==> src/source/pathCipherPkg.sv <==
// Widths shared by the path cipher blocks
// Path direction enum and the lane and sideband structs

package pathCipherPkg;

    // ------------------------------
    // Burst geometry
    // ------------------------------

    // Keystream lanes per burst
    localparam int LaneCount = 4;

    // Bits per lane slice
    localparam int LaneWidth = 128;

    localparam int BurstWidth = LaneCount * LaneWidth;

    // One mask bit per data byte
    localparam int MaskWidth = BurstWidth / 8;

    // IV field in the low bits of a bucket header
    localparam int IvWidth = 64;

    // ------------------------------
    // Types
    // ------------------------------

    typedef enum logic {
        PathRead  = 1'b0,
        PathWrite = 1'b1
    } pathDirT;

    // Counter block and data slice into one lane
    typedef struct packed {
        logic                 valid;
        logic [LaneWidth-1:0] counter;
        logic [LaneWidth-1:0] data;
    } laneInT;

    typedef struct packed {
        logic                 valid;
        logic [LaneWidth-1:0] data;
    } laneOutT;

    // Burst sideband, travels beside the lanes
    typedef struct packed {
        logic                 valid;
        logic                 header;
        logic [IvWidth-1:0]   iv;
        logic [MaskWidth-1:0] mask;
        pathDirT              dir;
    } burstTagT;

endpackage

==> src/source/burstEgress.sv <==
// Burst egress: tag delay line matching the lanes, lane merge, IV restore
// Output register, routing to memory or backend, advance generation

`timescale 1ns/100ps

module burstEgress import pathCipherPkg::*; #(
    parameter int LaneStages = 4
) (
    input  logic                  Clock,
    input  logic                  rstN,
    input  burstTagT              tag,
    input  laneOutT               laneOut [LaneCount],
    output logic                  advance,
    output logic [BurstWidth-1:0] memOut,
    output logic [MaskWidth-1:0]  memOutMask,
    output logic                  memOutValid,
    input  logic                  memOutReady,
    output logic [BurstWidth-1:0] backendRData,
    output logic                  backendRValid,
    input  logic                  backendRReady
);

    localparam int Last = LaneStages - 1;

    burstTagT              tagQ [LaneStages];
    logic [BurstWidth-1:0] merged;
    logic [LaneCount-1:0]  laneValid;
    logic                  destReady;

    logic                  outValid;
    logic [BurstWidth-1:0] outData;
    logic [MaskWidth-1:0]  outMask;
    pathDirT               outDir;

    // ------------------------------
    // Tag delay line
    // ------------------------------

    // Same depth and enable as the lane pipelines
    always_ff @(posedge Clock) begin
        if (!rstN) begin
            for (int s = 0; s < LaneStages; s++) begin
                tagQ[s].valid <= 1'b0;
            end
        end else if (advance) begin
            tagQ[0] <= tag;
            for (int s = 1; s < LaneStages; s++) begin
                tagQ[s] <= tagQ[s-1];
            end
        end
    end

    // ------------------------------
    // Lane merge
    // ------------------------------

    always_comb begin
        for (int j = 0; j < LaneCount; j++) begin
            merged[j*LaneWidth +: LaneWidth] = laneOut[j].data;
            laneValid[j] = laneOut[j].valid;
        end
        // Header keeps its cleartext IV
        if (tagQ[Last].header) begin
            merged[IvWidth-1:0] = tagQ[Last].iv;
        end
    end

    // ------------------------------
    // Output register
    // ------------------------------

    assign destReady = (outDir == PathWrite) ? memOutReady : backendRReady;

    // Whole datapath stalls while a result waits
    assign advance = !(outValid && !destReady);

    always_ff @(posedge Clock) begin
        if (!rstN) begin
            outValid <= 1'b0;
        end else if (advance) begin
            outValid <= tagQ[Last].valid;
        end
    end

    always_ff @(posedge Clock) begin
        if (advance) begin
            outData <= merged;
            outMask <= tagQ[Last].mask;
            outDir  <= tagQ[Last].dir;
        end
    end

    assign memOutValid   = outValid && (outDir == PathWrite);
    assign backendRValid = outValid && (outDir == PathRead);
    assign memOut        = outData;
    assign memOutMask    = outMask;
    assign backendRData  = outData;

    // ------------------------------
    // Checks
    // ------------------------------

    assert property (@(posedge Clock) disable iff (!rstN)
        memOutValid && !memOutReady |=>
            memOutValid && $stable(memOut) && $stable(memOutMask));

    assert property (@(posedge Clock) disable iff (!rstN)
        backendRValid && !backendRReady |=>
            backendRValid && $stable(backendRData));

    // Lanes and tag line must stay in lockstep
    assert property (@(posedge Clock) disable iff (!rstN)
        laneValid == {LaneCount{tagQ[Last].valid}});

endmodule

==> config.mk <==
export PLATFORM = sky130hd
export DESIGN_NAME = burstEgress
export DESIGN_NICKNAME = d
export VERILOG_FILES = /design/src/source/pathCipherPkg.sv /design/src/source/burstEgress.sv
export SDC_FILE = /design/constraint.sdc
export NUM_CORES = 1
export LEC_CHECK = 0
export BUFFER_PORTS_ARGS = -buffer_cell sky130_fd_sc_hd__buf_2
export CAP_MARGIN = 25
export CORE_AREA = 5 5 670 672
export DETAILED_ROUTE_END_ITERATION = 8
export DIE_AREA = 0 0 675 677
export GPL_TIMING_DRIVEN = 0
export PLACE_DENSITY_LB_ADDON = 0.3
export REMOVE_ABC_BUFFERS = 1
export SYNTH_ARGS = -nofsm -noshare
export SYNTH_HDL_FRONTEND = slang
export SYNTH_SLANG_ARGS = --single-unit
==> constraint.sdc <==
create_clock -name Clock -period 16.9 [get_ports Clock]
set_input_delay 0 -clock Clock [delete_from_list [all_inputs] [get_ports Clock]]
set_output_delay 0 -clock Clock [all_outputs]
set_load 0.005 [all_outputs]
Word-level counts from Yosys, hierarchy flattened:

Memories as Yosys holds them, arrays and structs flattened.
Cells that the tools add are included.
W data, S select, Z words.

* memories: 1
* latch bits: 0
* bits in registers: 578
* RAM bits: 524
* output and inout port bits: 1091
* bits in read-only memories: 0

* $mul: 0
* equality and inequality tests: 0
* add/sub/neg operators: 0
* reductions and logical operators: 5
* shift operators: 0
* div/mod/pow operators: 0
* $lt $le $gt $ge: 0
* muxes and demuxes: 10
* bitwise gates (word level): 5

Memories
* tagQ: words 4, bits a word 131, read ports 4, clocked after Yosys merged registers in 0, write ports 4, line burstEgress.sv:25 `burstTagT tagQ [LaneStages];`

Operators by type and width (count)
* $mux W64: 1
* $mux W1: 9
* $or A1 B1 Y1: 4
* $logic_and A1 B1 Y1: 3
* $logic_not A1 Y1: 2
* $not A1 Y1: 1

Logic depth before layout (Yosys ltp):

* depth in word-level cells: 7
* gate-level depth with buffers: 4

Least setup slack after synthesis:

OpenSTA, ideal clock, no wires.

* path type: register to register
* start point: reg outDir, read port of tagQ
* end point: mem tagQ[0][0] (netlist name), enable pin
* stages on the path, launching flop included: 5
* slack: -0.343 ns
* arrival: 16.301 ns
* required time: 15.959 ns
* clock period less this slack: 17.243 ns
* setup time: 0.941 ns
* path through: edfxtp_1 mux2i_1 and2_4 inv_4 and2_1

RTL lines
* from (decl): line burstEgress.sv:33 `pathDirT outDir;`
* to (decl): line burstEgress.sv:25

==> impl_results.md <==
- Pin count of the biggest net entering global routing: 143
- Hpwl dp: 266.8 mm
- Maximum VDD drop: 109.7 uV
- Clk buf depth: 4
- Ys Warns: 0
- Total gr overflow: 0
- Switching share of power: 26.02%
- Number of I/O port buffers: 1737
- Final antenna-violating net count: 0
- Max incr delay on CP: 0.69 ns
- Unrepaired setup endpoints after global routing: no
- Cell area after synthesis: 38030 um2
- First-pass GRT wire length: 372.1 mm
- LEAKAGE: 26.67 nW
- Wirelength per Cell: 30.05 um
- PD cells: 111.1 nW/um2
- Critical path type: reg -> reg
- Post-synth top area share: 86.70%
- R2R Setup Slk: 12.23 ns
- CTS buffer count: 156
- Endpoints failing hold: 0
- Post-synth top area cell: edfxtp_1
- Setup violations, final: 0
- Vias: 26710
- Gp weighted congestion: 0.9924
- Hold Path Sink: backendRData[362]$_DFFE_PN_
- Worst r2r dst: tagQ[0][260]$_DFFE_PP_
- Crit path top cell by count: buf_16
- Share of layout cells above drive strength 1: 45.83%
- Syn_area_per_cell: 22.36 um2
- Clk Latency, worst-skew pair: 0.87 ns
- CTS tree: yes
- H-tree levels: 4
- I/O pins: 1742
- Final Cell Area: 68660 um2
- Int Pwr: 0.005641 W
- Vias per inst: 2.558
- Core area: 443000 um2
- Starting Density: 8.585%
- Clk network pwr share: 45.6%
- Tmin final: 4.669 ns
- Max Cap Viol: 0
- Total Wirelength: 313.8 mm
- Setup crit start kind: flip-flop
- CTS Root Cell: clkbuf_16
- Crit. End Element: flip-flop
- P&R area growth vs syn: 80.55%
- Reg-to-reg startpoint: outDir$_DFFE_PN_
- Die area: 457000 um2
- Crit-path slowest cell: and2_4
- Buf/Inv on CP: 6
- Tcrit/Tclk final: 27.63%
- Achievable Freq: 0.2142 GHz
- DRT Pass-1 Iters: 5
- Reg2Reg Depth: 9
- Netlist cell types: 14
- Drt drc: 0
- CTS resizes: 0
- DR iter-0 viols: 2014
- Worst hold path cell count: 2
- Leading cell type in the layout, fill and taps excluded: buf_2
- Clock-pin slew on the worst setup and hold paths: 0.06 ns
- Post-CTS Setup Bufs: 0
- Top delay family on crit path: buffers and inverters
- Worst-Margin Slew: 1.326 ns
- CP required: 17.38 ns
- Sequential share of power: 43.9%
- Dpl cell area: 50700 um2
- Die X-Extent: 675 um
- All-Layer GR Usage: 13.05%
- Synth Instances: 1701
- Initial antenna violation count: 95
- Most frequent cells in the layout: 1737 x buf_2, 1262 x dlygate4sd3_1, 1098 x edfxtp_1
- Max_slew headroom: 11.63%
- Comb power frac: 10.5%
- Net Switching: 0.001984 W
- Hold path start: laneOut[235]
- Die extent in y: 677 um
- Min-delay worst type: in -> reg
- Clock Skew: 0.08444 ns
- CTS sink cnt: 1102
- Register area share after synthesis: 86.91%
- FP Rows: 245
- Nets@finish: 5008
- Register bit count reported by yosys: 1102
- Area contributors post-synth: edfxtp_1 87%, buf_4 10%, mux2_4 2.4%
- CP Data Arrival Time: 5.15 ns
- Hold_ws: 0.07460 ns
- Layout Utilization: 15.50%
- CP Cell Sequence: mux2i_1 > dlygate4sd3_1 > and2_4 > inv_16 > buf_16 > and2_4 > buf_16 > buf_16 > buf_16
- Largest fanout on the critical path: 110
- Status: complete, no violations
- Final number of max-transition violations: 0
- Vias in the first global route: 27870
cell type report:
class / instances / area (um2)
sequential: 1102 / 33050
clock buffer: 179 / 4054
timing repair buffer: 3017 / 21790
tap: 5928 / 7417
clock inverter: 97 / 1185
multi-input combinational: 79 / 1050
fill: 48960 / 374300
inverter: 1 / 20.02
antenna: 37 / 92.59
power groups by stage:
| stage | registers (W) | clock network [W] | logic [W] |
|---|---|---|---|
| floorplan | 0.00335 | 0 | 0.0000458 |
| global placement | 0.00347 | 0 | 0.000563 |
| detailed placement | 0.00341 | 0 | 0.000571 |
| CTS | 0.00335 | 0.00367 | 0.000827 |
| global route | 0.00336 | 0.00375 | 0.000851 |
| finish | 0.00335 | 0.00348 | 0.000800 |
cell usage after synthesis:
| library cell | instances |
|---|---|
| mux2i_1 | 4 |
| edfxtp_1 | 1098 |
| buf_6 | 7 |
| buf_4 | 512 |
| inv_4 | 1 |
| dfxtp_1 | 4 |
| and3_1 | 1 |
| nand2_1 | 5 |
| mux2_4 | 60 |
| and2_4 | 1 |
| and2_1 | 2 |
| o21a_1 | 1 |
| and2b_1 | 1 |
| mux2_2 | 4 |
worst max-delay path by stage:
stage                           startpoint  cells after the start  slack [ns]                      to
after floorplan           outDir$_DFFE_PN_                      4       -0.34    tagQ[0][0]$_DFFE_PP_
after global placement    outDir$_DFFE_PN_                      4      -10.12   tagQ[0][41]$_DFFE_PP_
after detailed placement  outDir$_DFFE_PN_                      8       12.78  tagQ[0][470]$_DFFE_PP_
after CTS                 outDir$_DFFE_PN_                      9       12.16  tagQ[0][412]$_DFFE_PP_
after global routing      outDir$_DFFE_PN_                      9       12.04  tagQ[0][260]$_DFFE_PP_
final                     outDir$_DFFE_PN_                      9       12.23  tagQ[0][260]$_DFFE_PP_
sequential cells by signal (all words and copies together) (netlist names):
register,count
backendRData,512
outValid,1
memOutMask,64
tagQ,524
outDir,1
cell families (layout without fill, tap and decap cells):
kind of cell / Yosys count / in the layout / synth area share, %
flip-flops: 1102 / 1102 / 86.91
other: 0 / 37 / 0
buffers and inverters: 520 / 3294 / 10.33
AO/OA/AOI/OAI: 1 / 1 / 0.01975
multiplexers: 68 / 68 / 2.593
AND/OR/NAND/NOR: 10 / 10 / 0.1415
timing repair:
item,4_1_cts,5_1_grt
hold endpoints to repair,743,0
setup endpoints to repair,0,0
hold buffers,1262,0
layer usage:
layer / global-route usage [%] / share of wire, % / vias up
li1: - / - / 11310
met1: 14.29 / 37 / 13520
met2: 21.59 / 47 / 1465
met3: 6.070 / 11 / 401
met4: 5.593 / 5.0 / 12
met5: 0 / 0.022 / -
through the flow:
step | setup slack (ns) | power (W) | TNS (ns) | instances
floorplan | -0.3426 | 0.003401 | -178.16 | 1182
finish | 12.23 | 0.007625 | 0 | 10440
CTS | 12.16 | 0.007850 | 0 | 10400
global placement | -10.12 | 0.004030 | -5113.08 | 8847
detailed placement | 12.78 | 0.003979 | 0 | 8865
global route | 12.04 | 0.007961 | 0 | 10420
Note: power is estimated with default switching activity, not from simulation.
